<file path="config.mk">
export PLATFORM = sky130hd
export DESIGN_NAME = alu
export DESIGN_NICKNAME = d
export VERILOG_FILES = /design/src/hdl/core_pkg.sv /design/src/hdl/riscv_isa_pkg.sv /design/src/hdl/alu.sv
export SDC_FILE = /design/constraint.sdc
export NUM_CORES = 1
export LEC_CHECK = 0
export BUFFER_PORTS_ARGS = -buffer_cell sky130_fd_sc_hd__buf_2
export CAP_MARGIN = 0
export CORE_ASPECT_RATIO = 1.2
export CORE_UTILIZATION = 30
export DETAILED_ROUTE_END_ITERATION = 10
export PLACE_DENSITY_LB_ADDON = 0.08
export SLEW_MARGIN = 20
export SYNTH_ARGS = -nofsm -noshare
export SYNTH_HDL_FRONTEND = slang
export SYNTH_SLANG_ARGS = --single-unit
export TNS_END_PERCENT = 20
</file>
<file path="constraint.sdc">
create_clock -name clk -period 4.7 [get_ports clk]
set_input_delay 0.235 -clock clk [delete_from_list [all_inputs] [get_ports clk]]
set_output_delay 0.235 -clock clk [all_outputs]
set_load 0.02 [all_outputs]
</file>
<file path="src/hdl/core_pkg.sv">
package core_pkg;

  localparam int xlen = 64;
  localparam int reg_count = 32;
  localparam int reg_idx_width = 5;

  // operations carried from decode to execute
  typedef enum logic [3:0] {
    alu_add,
    alu_sub,
    alu_and,
    alu_or,
    alu_xor,
    alu_slt,
    alu_pass_b,
    alu_beq,
    alu_bne,
    alu_jal,
    alu_ecall
  } alu_op_e;

  // instruction fetch bus states
  typedef enum logic [1:0] {
    fetch_idle,
    fetch_bus_wait,
    fetch_discard
  } fetch_state_e;

endpackage

</file>
<file path="src/hdl/riscv_isa_pkg.sv">
package riscv_isa_pkg;

  // every instruction in the supported subset is 32 bits wide
  localparam int instr_width = 32;

  // lsb positions of the instruction fields
  localparam int opcode_lsb = 0;
  localparam int rd_lsb = 7;
  localparam int funct3_lsb = 12;
  localparam int rs1_lsb = 15;
  localparam int rs2_lsb = 20;
  localparam int funct7_lsb = 25;

  localparam int opcode_width = 7;
  localparam int funct3_width = 3;
  localparam int funct7_width = 7;

  // major opcodes of the supported subset
  typedef enum logic [opcode_width-1:0] {
    opc_op     = 7'b0110011,
    opc_op_imm = 7'b0010011,
    opc_lui    = 7'b0110111,
    opc_branch = 7'b1100011,
    opc_jal    = 7'b1101111,
    opc_system = 7'b1110011
  } opcode_e;

  // funct3 codes, shared by the register-register and branch groups
  typedef enum logic [funct3_width-1:0] {
    f3_add_sub = 3'b000,
    f3_bne     = 3'b001,
    f3_slt     = 3'b010,
    f3_xor     = 3'b100,
    f3_or      = 3'b110,
    f3_and     = 3'b111
  } funct3_e;

  // beq carries the same code as add/sub, inside the branch opcode
  localparam funct3_e f3_beq = f3_add_sub;

  // funct7 value that turns ADD into SUB
  localparam logic [funct7_width-1:0] funct7_sub = 7'b0100000;

endpackage
</file>
<file path="src/hdl/alu.sv">
module alu (
  input  logic                               clk,
  input  logic                               reset,
  input  logic                               dec_valid,
  input  core_pkg::alu_op_e                  op,
  input  logic [core_pkg::reg_idx_width-1:0] rd,
  input  logic [core_pkg::xlen-1:0]          a_value,
  input  logic [core_pkg::xlen-1:0]          b_value,
  input  logic [core_pkg::xlen-1:0]          imm,
  input  logic [core_pkg::xlen-1:0]          pc,
  output logic                               wr_en,
  output logic [core_pkg::reg_idx_width-1:0] wr_rd,
  output logic [core_pkg::xlen-1:0]          wr_data,
  output logic                               redirect,
  output logic [core_pkg::xlen-1:0]          redirect_pc,
  output logic                               retire_valid,
  output logic [core_pkg::xlen-1:0]          retire_pc,
  output logic [core_pkg::reg_idx_width-1:0] retire_rd,
  output logic [core_pkg::xlen-1:0]          retire_data,
  output logic                               halted
);
  import core_pkg::*;
  import riscv_isa_pkg::*;

  localparam logic [xlen-1:0] instr_bytes = xlen'(instr_width / 8);

  logic [xlen-1:0] result;
  logic writes_rd;
  logic taken;
  logic lt_signed;

  assign lt_signed = $signed(a_value) < $signed(b_value);

  always_comb begin
    result = '0;
    writes_rd = 1'b1;
    taken = 1'b0;
    case (op)
      alu_add: result = a_value + b_value;
      alu_sub: result = a_value - b_value;
      alu_and: result = a_value & b_value;
      alu_or: result = a_value | b_value;
      alu_xor: result = a_value ^ b_value;
      alu_slt: result = {{(xlen-1){1'b0}}, lt_signed};
      alu_pass_b: result = b_value;
      alu_beq: begin
        writes_rd = 1'b0;
        taken = (a_value == b_value);
      end
      alu_bne: begin
        writes_rd = 1'b0;
        taken = (a_value != b_value);
      end
      alu_jal: begin
        // link address
        result = pc + instr_bytes;
        taken = 1'b1;
      end
      default: writes_rd = 1'b0;
    endcase
  end

  // register file write lands on this cycle's closing edge
  assign wr_en = dec_valid && writes_rd;
  assign wr_rd = rd;
  assign wr_data = result;

  always_ff @(posedge clk) begin
    if (reset) begin
      retire_valid <= 1'b0;
      redirect <= 1'b0;
      halted <= 1'b0;
    end else begin
      retire_valid <= dec_valid;
      redirect <= dec_valid && taken;
      if (dec_valid && (op == alu_ecall)) begin
        halted <= 1'b1;
      end
    end
  end

  // retire trace, branches and ecall report rd 0 and data 0
  always_ff @(posedge clk) begin
    if (dec_valid) begin
      retire_pc <= pc;
      retire_rd <= writes_rd ? rd : '0;
      retire_data <= writes_rd ? result : '0;
      redirect_pc <= pc + imm;
    end
  end

endmodule

</file>
-- Yosys cells after proc, flatten, opt, wreduce, memory -nomap -nowiden
Cells that the tools add are included.
- $add $sub $neg: 4
- magnitude comparators: 1
- eq/ne operators: 12
- mux-type cells: 3
- bitwise operators: 3
- reductions and logical operators: 5
- operators by type and width (cell ; number):
    $pmux W64 S8 ; 1
    $add A64 B64 Y64 ; 2
    $add A64 B3 Y64 const B ; 1
    $and A64 B64 Y64 ; 1
    $eq A64 B64 Y1 ; 1
    $lt A64 B64 Y1 ; 1
    $ne A64 B64 Y1 ; 1
    $or A64 B64 Y64 ; 1
    $sub A64 B64 Y64 ; 1
    $xor A64 B64 Y64 ; 1
    $eq A4 B3 Y1 const B ; 4
    $eq A4 B4 Y1 const B ; 3
    $eq A4 B2 Y1 const B ; 2
    $reduce_or A8 Y1 ; 1
    $eq A4 B1 Y1 const B ; 1
    $logic_not A4 Y1 ; 1
    $logic_and A1 B1 Y1 ; 3
    $pmux W1 S3 ; 1
    $mux W1 ; 1
- bits in registers: 200
- input bits: 268
- output and inout bits: 270

-- Longest topological paths before layout
Gate-level depths: netlist of run 1.
- depth in word-level cells: 4
- mapped depth: 15
- gate-level depth less buffers: 15

-- Least setup slack after synthesis of run 1
Ideal clock, no wire load.
- path kind: input to output
- start: in a_value[1] (netlist bit)
- end: out wr_data[55] (netlist bit)
- arrival: 3.694 ns
- data required time: 4.465 ns
- setup slack: 0.771 ns
- stages: 14
- buffers on the path: 0
- cell sequence: inv_1 > ha_1 > o21ba_2 > nor4_1 > o21ai_2 > a2111oi_4 > o41ai_4 > nand4_2 > a21boi_4 > o31ai_2 > a21oi_1 > or3_1 > and2_1 > o311ai_0
- word-level cells in the longest chain between the ends: 2
- elaborated cells between the ends (all ways): 3
- classes of those cells: add/sub: 2; mux: 1
- ends and longest elaborated chain (what ; RTL line ; text):
    from (decl) ; alu.sv:7 ; input logic [core_pkg::xlen-1:0] a_value,
    $sub A64 B64 Y64 or $add A64 B64 Y64 (tied branches) ; alu.sv:40, alu.sv:39 ;
    $pmux W64 S8 * ; alu.sv:38 ; case (op)
    to (decl) ; alu.sv:13 ; output logic [core_pkg::xlen-1:0] wr_data,
Every way passes the cells marked *; elsewhere a longest branch is shown, timed or not.

-- Worst setup path after layout of run 1
- start: in pc[12] (netlist bit)
- end: out wr_data[63] (netlist bit)
- word-level cells in the longest chain between the ends: 2
- ends and longest elaborated chain (what ; RTL line ; text):
    from (decl) ; alu.sv:10 ; input logic [core_pkg::xlen-1:0] pc,
    $add A64 B3 Y64 ; alu.sv:56 ; result = pc + instr_bytes;
    $pmux W64 S8 ; alu.sv:38 ;
No other way between the ends.

==> qor.csv, run 1 <==
stage,metric,value,unit
run_status,status,completed,
final_layout,fin_cells,4409,
yosys,synth_top_area_cell,edfxtp_1,
yosys,yosys_most_used_dff,edfxtp_1,
grt,grt_pass1_wl,169000,um
clocking,clk_latency,0.51,ns
grt,grt_use_total,29.0,%
power_and_ir_drop,p_comb_share,45.8,%
final_layout,drive_gt1_share,22.1,%
floorplan,die_h,307,um
clocking,clock_sinks,200,
yosys,synth.avg_cell_area,8.21,sq um
yosys,ys_async_sr_fraction,0,%
floorplan,pin_count,538,
yosys,synth_common_cells,"287 x ha_1, 271 x a21oi_1, 235 x nor2_1, 222 x inv_1, 197 x edfxtp_1",
final_layout,fin_util,37.2,%
clocking,clk_pin_slew,0.08,ns
yosys,synth_most_common_cell,ha_1,
clocking,root_buffer,clkbuf_16,
power_and_ir_drop,p_int,4.11,mW
routing,firstDrtPassIters,5,
worst_setup_path,critPathLaunchType,input port,
timing,hold_violations,0,
clocking,cts_buffer_depth,2,
power_and_ir_drop,p_sw,3.14,mW
worst_setup_path,worstPathArrival,4.32,ns
yosys,synth_area_leaders,"edfxtp_1 25%, ha_1 15%, a21oi_1 5.8%",
grt,grt-busiest-layer,met2,
routing,avgViaCountPerCell,5.74,
placement,port_buffers,537,
placement,gp_congestion,0.922,
timing,max-slew-margin-rel,35.8,%
power_and_ir_drop,p_per_area,255,nW/um^2
floorplan,num_rows,111,
hold_path,hold_path.class,in2reg,
yosys,yosys_warnings,0,
floorplan,floorplan.die_area,78600,sq um
placement,preCtsSetupSlack,-0.230,ns
yosys,yosysUniqueCellTypes,92,
grt,grt_util_met3,4.28,%
routing,antenna_left,0,
yosys,synthCells,2828,
timing,fin_skew,0,ns
grt,overflow,0,
power_and_ir_drop,seq_power_share,31.8,%
final_layout,final_nets,3930,
power_and_ir_drop,p_leak,12.5,nW
timing,fin_crit_sh,97.0,%
timing,min_period,4.56,ns
grt,antenna_found_initial,16,
final_layout,area_growth_syn_to_layout,22.6,%
routing,wl_per_cell,26.5,um
yosys,synth_edf_count,197,
routing,wl,117000,um
power_and_ir_drop,p_sw_share,43.3,%
timing,final_max_slew_viol_count,0,
yosys,yosysSeqAreaShare,25.7,%
timing,tightest_slew,0.962,ns
timing,tns,0,ns
worst_setup_path,setup.worst_path.class,in2out,
yosys,syn-num-nets,3386,
clocking,cts_made_buffers,17,
grt,met1_usage,36.8,%
floorplan,initial_core_util,30.4,%
worst_setup_path,critPathMaxFanout,5,
clocking,cts_tree,yes,
routing,drc,0,
power_and_ir_drop,total_power,7.25,mW
grt,use_met2,50.0,%
floorplan,core_area,76500,sq um
worst_setup_path,critPathRequiredTime,4.47,ns
timing,max_freq,0.219,GHz
flow_run,cap_violations,0,
yosys,synth_area,23200,sq um
worst_setup_path,endpoint_kind,output port,
timing,finalSetupViolCount,0,
timing,rsz0062_at_grt,true,
floorplan,die_x,256,um
routing,first_iter_violations,2115,
grt,grt_pass1_vias,25000,
grt,grt_max_degree,93,
placement,hpwlAfterDp,95500,um
clocking,postCtsSetupRepairBufs,0,
placement,placedCellCount,4342,
timing,timing.final.ws_setup,0.143,ns
power_and_ir_drop,ir_drop,0.000253,V
yosys,ys_ff_latch,200,
routing,vias,25300,
clocking,htree_num_levels,4,
power_and_ir_drop,clkPwrFrac,22.4,%
yosys,synth_top_area_share,25.5,%
[sequential cells by signal, summed over array words and instances (netlist names)]
register	count
halted	1
redirect	1
redirect_pc	64
retire_data	64
retire_pc	64
retire_rd	5
retire_valid	1
[worst paths after layout]
| path | startpoint | to | slack, ns | depth (start not counted) |
|---|---|---|---|---|
| worst max-delay path | pc[12] | wr_data[63] | 0.14 | 15 |
| worst min-delay path | pc[50] | retire_pc[50] | 0.02 | 1 |
| worst max register to register | halted | halted | 4.16 | 2 |
| worst min register to register | halted | halted | 0.47 | 2 |
[worst max-delay path, cell delays in order]
cell           delay (ns)
dlygate4sd3_1        0.52
buf_2                0.18
nand4_1              0.22
nor4_4               0.38
and2_1               0.25
nand3_1              0.29
or3_4                0.47
nor3_1               0.22
xnor2_1              0.20
o211ai_1             0.15
a311o_1              0.31
a21oi_1              0.32
o41ai_1              0.17
o2bb2ai_1            0.20
buf_2                0.19
[metrics by stage]
step | hold WS [ns] | area, sq um
5_1_grt | 0.0115 | 28500
3_5_place_dp | 0.451 | 27500
2_1_floorplan | 0.302 | 23200
3_3_place_gp | 0.454 | 27500
6_report | 0.0183 | 28500
4_1_cts | 0.00154 | 28400
[power groups by stage]
stage / combinational [mW] / sequential, mW / clock (mW)
finish: 3.32 / 2.31 / 1.62
global route: 3.56 / 2.33 / 1.71
CTS: 3.30 / 2.31 / 1.67
detailed placement: 3.26 / 2.35 / 0
global placement: 3.27 / 2.35 / 0
floorplan: 1.64 / 2.62 / 0
[kinds of logic (layout without fill, tap and decap cells)]
group | count (synthesis) | count (layout) | share of synthesized area (%)
DFF | 200 | 200 | 25.7
xor gates and xnor gates | 126 | 126 | 4.75
buffers and inverters | 378 | 934 | 6.28
other | 0 | 8 | 0
and+or+nand+nor | 760 | 760 | 15.7
AOI/OAI and AO/OA | 1068 | 1068 | 31.6
adders and majority gates | 290 | 290 | 15.7
muxes | 6 | 6 | 0.275
[what timing repair did]
item	CTS	global route
pin swaps	0	0
resized for setup	2	13
hold buffers	28	0
setup endpoints to repair	2	13
cloned	0	0
endpoints found under the hold margin	30	0
[placed cells by master (no fill, tap or decap), types with 31 or more instances in the layout]
| cell | netlist | final |
|---|---|---|
| o21ai_0 | 179 | 178 |
| buf_4 | 7 | 110 |
| xnor2_1 | 73 | 73 |
| buf_2 | 8 | 536 |
| a21o_1 | 86 | 86 |
| inv_1 | 222 | 222 |
| nor2_1 | 235 | 233 |
| a21oi_1 | 271 | 271 |
| nand3_1 | 69 | 68 |
| o211ai_1 | 54 | 54 |
| o2111ai_1 | 38 | 38 |
| xor2_1 | 53 | 53 |
| o21bai_1 | 59 | 58 |
| a22oi_1 | 38 | 38 |
| nand4_1 | 61 | 61 |
| nor2b_1 | 31 | 31 |
| ha_1 | 287 | 285 |
| a221oi_1 | 49 | 49 |
| o221ai_1 | 40 | 40 |
| nor3_1 | 43 | 39 |
| o22ai_1 | 36 | 36 |
| nand2_1 | 179 | 176 |
| edfxtp_1 | 197 | 197 |
[cell type report]
type	count	area, sq um
well taps	1017	1270
repair buffers	678	3860
clock inverters	14	166
inverters	225	845
diodes	8	20.0
flip-flops and latches	200	5980
fillers	8075	48100
clock buffers	17	425
multi-input cells	2250	15900
[routing by layer]
layer  share of wire (%)  routed length (um)
met5               0.068                  80
met4                 2.9                3360
met3                 5.4                6260
met2                  49               56800
met1                  43               50500
Note: power is estimated with default switching activity, not from simulation.
==> run 2: changes to the inputs <==
--- a/config.mk
+++ b/config.mk
@@ -7,7 +7,7 @@
 export LEC_CHECK = 0
 export BUFFER_PORTS_ARGS = -buffer_cell sky130_fd_sc_hd__buf_2
 export CAP_MARGIN = 0
-export CORE_ASPECT_RATIO = 1.2
+export CORE_ASPECT_RATIO = 1.75
 export CORE_UTILIZATION = 30
 export DETAILED_ROUTE_END_ITERATION = 10
 export PLACE_DENSITY_LB_ADDON = 0.08
==> constraint.sdc (replaced) <==
create_clock -name clk -period 4 [get_ports clk]
set_input_delay 0.2 -clock clk [delete_from_list [all_inputs] [get_ports clk]]
set_output_delay 0.2 -clock clk [all_outputs]
set_load 0.02 [all_outputs]
==> run 2 against run 1 <==
  * Cell area up 13%
  * Critical endpoint unchanged
  * Sequential power is 17% higher
  * Critical path depth is 2 higher
  * Die area barely moved
==> qor.csv, run 2 (synthesized netlist as in run 1, its figures left out) <==
stage,metric,value,unit,change
timing,tightest_slew,0.956,ns,-0.00594 ns
grt,grt_max_degree,97,,+4.3%
worst_setup_path,worstPathArrival,3.75,ns,-0.57 ns
routing,first_iter_violations,1831,,-13%
clocking,clock_sinks,200,,unchanged
timing,max_freq,0.253,GHz,
routing,antenna_left,0,,unchanged
timing,fin_crit_sh,98.8,%,
placement,port_buffers,537,,unchanged
clocking,clk_latency,0.51,ns,about the same
final_layout,area.sequential,5980,sq um,unchanged
worst_setup_path,rr_worst_depth,2,,unchanged
hold_path,min_path_cells,1,,unchanged
timing,min_period,3.95,ns,
timing,fin_skew,0,ns,unchanged
routing,wl_per_cell,26.1,um,-1.7%
worst_setup_path,setup.worst_path.class,in2out,,
final_layout,final_common_cell,buf_2,,
worst_setup_path,ff2ff_setup_slack,3.46,ns,-0.70 ns
hold_path,hp-start,pc[40],,
hold_path,hold_path.class,in2reg,,
clocking,cts_buffer_depth,2,,unchanged
floorplan,core_area,76500,sq um,about the same
hold_path,holdPathEnd,retire_pc[40],,
routing,firstDrtPassIters,6,,+1
final_layout,n_fill_cell,7983,,-1.1%
floorplan,initial_core_util,30.4,%,about the same
final_layout,fin_cells,4804,,+9.0%
grt,overflow,0,,unchanged
worst_setup_path,worstReg2RegEnd,halted,,
routing,drc,0,,unchanged
run_status,status,completed,,
timing,rsz0062_at_grt,true,,
worst_setup_path,critPathLaunchType,input port,,
routing,avgViaCountPerCell,5.60,,-2.3%
final_layout,top_regs,"redirect_pc: 64 flops, retire_data: 64 flops, retire_pc: 64 flops",,
placement,preCtsSetupSlack,-0.702,ns,-0.472 ns
floorplan,die_x,212,um,-17%
timing,tns,0,ns,unchanged
floorplan,die_h,370,um,+21%
timing,max-slew-margin-rel,36.2,%,+0.40 points
placement,placedCellCount,4696,,+8.2%
final_layout,final_nets,4319,,+9.9%
clocking,htree_num_levels,4,,unchanged
grt,grt_pass1_wl,177000,um,+4.4%
floorplan,num_rows,134,,+21%
power_and_ir_drop,total_power,9.17,mW,+26%
worst_setup_path,critPathMaxFanout,5,,unchanged
floorplan,floorplan.die_area,78600,sq um,about the same
grt,antenna_found_initial,20,,+4
timing,timing.final.ws_setup,0.0483,ns,-0.0950 ns
floorplan,pin_count,538,,unchanged
grt,grt_use_total,31.0,%,+2.0 points
final_layout,area_growth_syn_to_layout,38.8,%,
placement,gp_congestion,0.980,,+6.2%
timing,hold_violations,0,,unchanged
power_and_ir_drop,p_leak,14.5,nW,+16%
power_and_ir_drop,ir_drop,0.000252,V,-0.37%
clocking,cts_made_buffers,17,,unchanged
routing,wl,125000,um,+7.1%
timing,finalSetupViolCount,0,,unchanged
final_layout,multi_input_comb_area,16600,sq um,+4.1%
flow_run,cap_violations,0,,unchanged
grt,grt_pass1_vias,27100,,+8.2%
clocking,root_buffer,clkbuf_16,,
timing,final_max_slew_viol_count,0,,unchanged
final_layout,drive_gt1_share,32.0,%,+9.9 points
placement,hpwlAfterDp,103000,um,+7.4%
worst_setup_path,critPathRequiredTime,3.80,ns,-0.67 ns
power_and_ir_drop,p_per_area,285,nW/um^2,+12%
clocking,clk_pin_slew,0.07,ns,about the same
routing,vias,26900,,+6.4%
clocking,cts_tree,yes,,
final_layout,most-common-layout-cells,"524 x buf_2, 469 x buf_4, 262 x ha_1",,
worst_setup_path,reg2reg_from,halted,,
worst_setup_path,endpoint_kind,output port,,
run 2: what timing repair did:
| item | in CTS | in global routing |
|---|---|---|
| endpoints found under the hold margin | 59 | 0 |
| hold buffers | 57 | 0 |
| setup endpoints to repair | 26 | 29 |
| buffers inserted | 1 | 8 |
| pin swaps | 16 | 42 |
| gates resized for setup | 71 | 110 |
run 2: layout make-up:
type / instances / area share [%]
antenna: 10 / 0.0776
clock buffer: 18 / 1.33
clock inverter: 14 / 0.489
inverter: 225 / 2.62
multi-input combinational: 2250 / 51.4
sequential: 200 / 18.5
tap: 1020 / 3.96
timing repair buffer: 1067 / 21.6
run 2: worst max path at each step:
stage           startpoint     endpoint  slack (ns)  depth (start not counted)
3_5_place_dp    b_value[9]  wr_data[60]       -0.70                         17
2_1_floorplan   a_value[1]  wr_data[55]        0.14                         14
6_report        b_value[3]  wr_data[63]        0.05                         17
5_1_grt        a_value[23]  wr_data[62]       -0.10                         21
3_3_place_gp    b_value[9]  wr_data[60]       -0.77                         17
4_1_cts        b_value[10]  wr_data[55]       -0.03                         17
run 2: power by group:
part	total, mW	internal [mW]	leakage, nW	switching [mW]
clock network	1.91	0.888	0.287	1.02
registers	2.70	2.63	1.95	0.0767
logic	4.56	1.75	12.2	2.81
run 2: routing by layer:
metal  global-route usage (%)  vias up  wire length, um
met2                     57.2     1027            64700
met3                     4.32      255             6340
met1                     33.4    13100            47100
met5                        0        -               98
met4                     17.5       14             7000
li1                         -    12500                -
run 2: worst max-delay path, stage by stage:
cell and delay [ns]:
buf_2 0.14, inv_2 0.07, ha_4 0.28, buf_4 0.10, nor2_1 0.03, a221o_1 0.32
o21ai_2 0.24, a2111oi_4 0.13, o41ai_4 0.30, nand4_4 0.23, a21boi_4 0.35, o31ai_4 0.09
a311o_2 0.48, a21boi_2 0.24, nand3b_1 0.15, o2bb2ai_1 0.16, buf_2 0.23
run 2: metrics by stage:
stage                     hold WS (ns)  util, %  instance area [sq um]
after floorplan                  0.267        -                  23200
after global placement           0.391     39.5                  30200
after detailed placement         0.388     39.5                  30200
after CTS                     0.000595     41.4                  31700
after global routing            0.0223     42.1                  32200
final                           0.0417     42.2                  32200
==> run 3: changes to the inputs <==
--- a/config.mk
+++ b/config.mk
@@ -6,7 +6,6 @@
 export NUM_CORES = 1
 export LEC_CHECK = 0
 export BUFFER_PORTS_ARGS = -buffer_cell sky130_fd_sc_hd__buf_2
-export CAP_MARGIN = 0
 export CORE_ASPECT_RATIO = 1.75
 export CORE_UTILIZATION = 30
 export DETAILED_ROUTE_END_ITERATION = 10
==> constraint.sdc (replaced) <==
create_clock -name clk -period 4 [get_ports clk]
set_input_delay 0.6 -clock clk [delete_from_list [all_inputs] [get_ports clk]]
set_output_delay 0.6 -clock clk [all_outputs]
set_load 0.02 [all_outputs]
==> run 3 against run 2 <==
  * The run now ends with setup timing left
  * Worst hold slack better by 0.21 ns
  * Sequential cell count did not move
  * First-iteration DRC count is 8.2% lower
  * Via count grew 5.7%
  * Highest routed layer unchanged
==> qor.csv, run 3 (synthesized netlist as in run 1, its figures left out) <==
stage,metric,value,unit,change
timing,timing.final.ws_setup,-0.726,ns,-0.774 ns
power_and_ir_drop,p_comb_share,53.5,%,+3.8 points
power_and_ir_drop,p_sw_share,42.0,%,-0.56 points
clocking,cts_made_buffers,17,,unchanged
timing,finalSetupViolCount,47,,+47
floorplan,floorplan.die_area,78600,sq um,unchanged
power_and_ir_drop,p_int,5.63,mW,+7.0%
floorplan,pin_count,538,,unchanged
power_and_ir_drop,clkPwrFrac,18.6,%,-2.2 points
clocking,cts_buffer_depth,2,,unchanged
final_layout,final_common_cell,buf_4,,
final_layout,fin_util,47.4,%,+5.3 points
grt,grt_pass1_wl,186000,um,+5.2%
floorplan,die_h,370,um,unchanged
placement,gp_congestion,0.985,,+0.53%
clocking,root_buffer,clkbuf_16,,
final_layout,n_fill_cell,7757,,-2.8%
grt,grt_max_degree,97,,unchanged
power_and_ir_drop,total_power,9.72,mW,+6.0%
routing,vias,28400,,+5.7%
placement,hpwlAfterDp,108000,um,+5.7%
power_and_ir_drop,ir_drop,0.000311,V,+24%
worst_setup_path,crit_chain,buf_2 -> inv_2 -> ha_4 -> buf_6 -> nor4_4 -> buf_4 -> nand3_4 -> a2111oi_4 -> buf_4 -> o41ai_4 -> nand4_4 -> a21boi_4 -> o31ai_4 -> a311o_2 -> a21boi_2 -> o41ai_2 -> o2bb2ai_2 -> buf_6,,
final_layout,postLayoutCellArea,36300,sq um,+13%
timing,fin_crit_sh,118,%,+19 points
timing,final_max_slew_viol_count,0,,unchanged
grt,grt_pass1_vias,29300,,+8.2%
worst_setup_path,critPathMaxFanout,4,,-1
routing,wl,130000,um,+3.5%
floorplan,die_x,212,um,unchanged
routing,first_iter_violations,1681,,-8.2%
final_layout,most-common-layout-cells,"902 x buf_4, 505 x buf_2, 254 x ha_1",,
placement,port_buffers,537,,unchanged
run_status,status,"finished, violations left",,
power_and_ir_drop,seq_power_share,27.9,%,-1.6 points
power_and_ir_drop,p_leak,16.7,nW,+15%
final_layout,final_nets,4718,,+9.2%
run_status,violations,setup timing,,
grt,antenna_found_initial,13,,-35%
routing,wl_per_cell,24.9,um,-4.3%
timing,tns,-17.23,ns,-17.23 ns
worst_setup_path,cpPeakStageDelay,0.49,ns,about the same
routing,antenna_left,0,,unchanged
final_layout,area_growth_syn_to_layout,56.1,%,
final_layout,drive_gt1_share,43.0,%,+11 points
clocking,clk_latency,0.52,ns,about the same
worst_setup_path,endpoint_kind,output port,,
routing,drc,0,,unchanged
timing,fin_skew,0,ns,unchanged
timing,rsz0062_at_grt,true,,
clocking,clock_sinks,200,,unchanged
floorplan,initial_core_util,30.4,%,unchanged
power_and_ir_drop,p_per_area,268,nW/um^2,-5.8%
worst_setup_path,worstPathArrival,4.13,ns,+0.38 ns
timing,max_freq,0.212,GHz,-16%
final_layout,top_regs,"redirect_pc: 64 flops, retire_data: 64 flops, retire_pc: 64 flops",,
floorplan,core_area,76500,sq um,unchanged
timing,min_period,4.73,ns,+0.774 ns
worst_setup_path,setup.worst_path.class,in2out,,
flow_run,cap_violations,0,,unchanged
power_and_ir_drop,p_sw,4.09,mW,+4.6%
timing,hold_violations,0,,unchanged
grt,overflow,0,,unchanged
clocking,ctsHoldBuffers,0,,-100%
clocking,clk_pin_slew,0.08,ns,about the same
worst_setup_path,critPathSlowestCell,o41ai_2,,
routing,firstDrtPassIters,6,,unchanged
timing,max-slew-margin-rel,48.5,%,+12 points
worst_setup_path,critPathRequiredTime,3.40,ns,-0.40 ns
worst_setup_path,critPathLaunchType,input port,,
timing,tightest_slew,0.768,ns,-0.188 ns
placement,post_dp_cell_area,33500,sq um,+11%
clocking,cts_tree,yes,,
grt,grt_use_total,32.4,%,+1.4 points
hold_path,hold_path.class,in2reg,,
floorplan,num_rows,134,,unchanged
routing,avgViaCountPerCell,5.47,,-2.3%
clocking,htree_num_levels,4,,unchanged
-- run 3: cell count changes in the layout (fill, tap and decap cells not counted), sizes merged --
cell,change
buf,+458
dlygate4sd3,-57
diode,-6
clkbuf,-3
inv,-3
clkinv,+2
clkinvlp,+2
bufinv,-1
-- run 3: critical path, delay by kind of cell --
kind,cells,cell delay (ns)
buf+inv,6,0.84
simple gates,3,0.52
compound gates,8,1.89
fa+ha+maj,1,0.25
-- run 3: final cells by class --
type,count,area (sq um),area share (%)
well taps,1020,1280,3.52
flip-flops and latches,200,5980,16.5
repair buffers,1466,10100,27.9
diodes,4,10.0,0.0276
clock inverters,14,123,0.338
inverters,225,863,2.38
clock buffers,17,425,1.17
multi-input cells,2250,17500,48.2
-- run 3: path summary, 6_finish.rpt --
kind | from | endpoint | slack, ns | depth (start not counted)
max | b_value[16] | wr_data[63] | -0.73 | 18
min | reset | retire_valid | 0.25 | 2
max reg2reg | halted | halted | 3.43 | 2
min reg2reg | halted | halted | 0.52 | 2
-- run 3: layer usage --
| metal | global-route usage, % | part of all wire (%) | vias up |
|---|---|---|---|
| met5 | 0 | 0.045 | - |
| met2 | 60.2 | 52 | 1043 |
| met3 | 4.88 | 5.1 | 290 |
| met1 | 34.6 | 37 | 13800 |
| met4 | 17.5 | 5.6 | 10 |
| li1 | - | - | 13300 |
-- run 3: stage by stage --
| step | hold slack [ns] | cells | setup slack (ns) |
|---|---|---|---|
| floorplan | 0.553 | 2828 | -0.110 |
| global placement | 0.476 | 5104 | -1.04 |
| detailed placement | 0.499 | 5104 | -1.06 |
| CTS | 0.206 | 5172 | -0.642 |
| global route | 0.246 | 5194 | -0.810 |
| finish | 0.252 | 5196 | -0.726 |
-- run 3: timing repair --
action | 4_1_cts | 5_1_grt
pin swaps | 99 | 71
buffers inserted | 40 | 22
endpoints found under the setup margin | 56 | 61
gates resized for setup | 290 | 102
-- run 3: power groups by stage --
stage | clock (mW) | combinational, mW | sequential [mW]
after floorplan | 0 | 1.97 | 3.07
after global placement | 0 | 4.77 | 2.75
after detailed placement | 0 | 4.78 | 2.76
after CTS | 1.87 | 5.07 | 2.72
after global routing | 1.91 | 5.55 | 2.73
final | 1.81 | 5.20 | 2.71
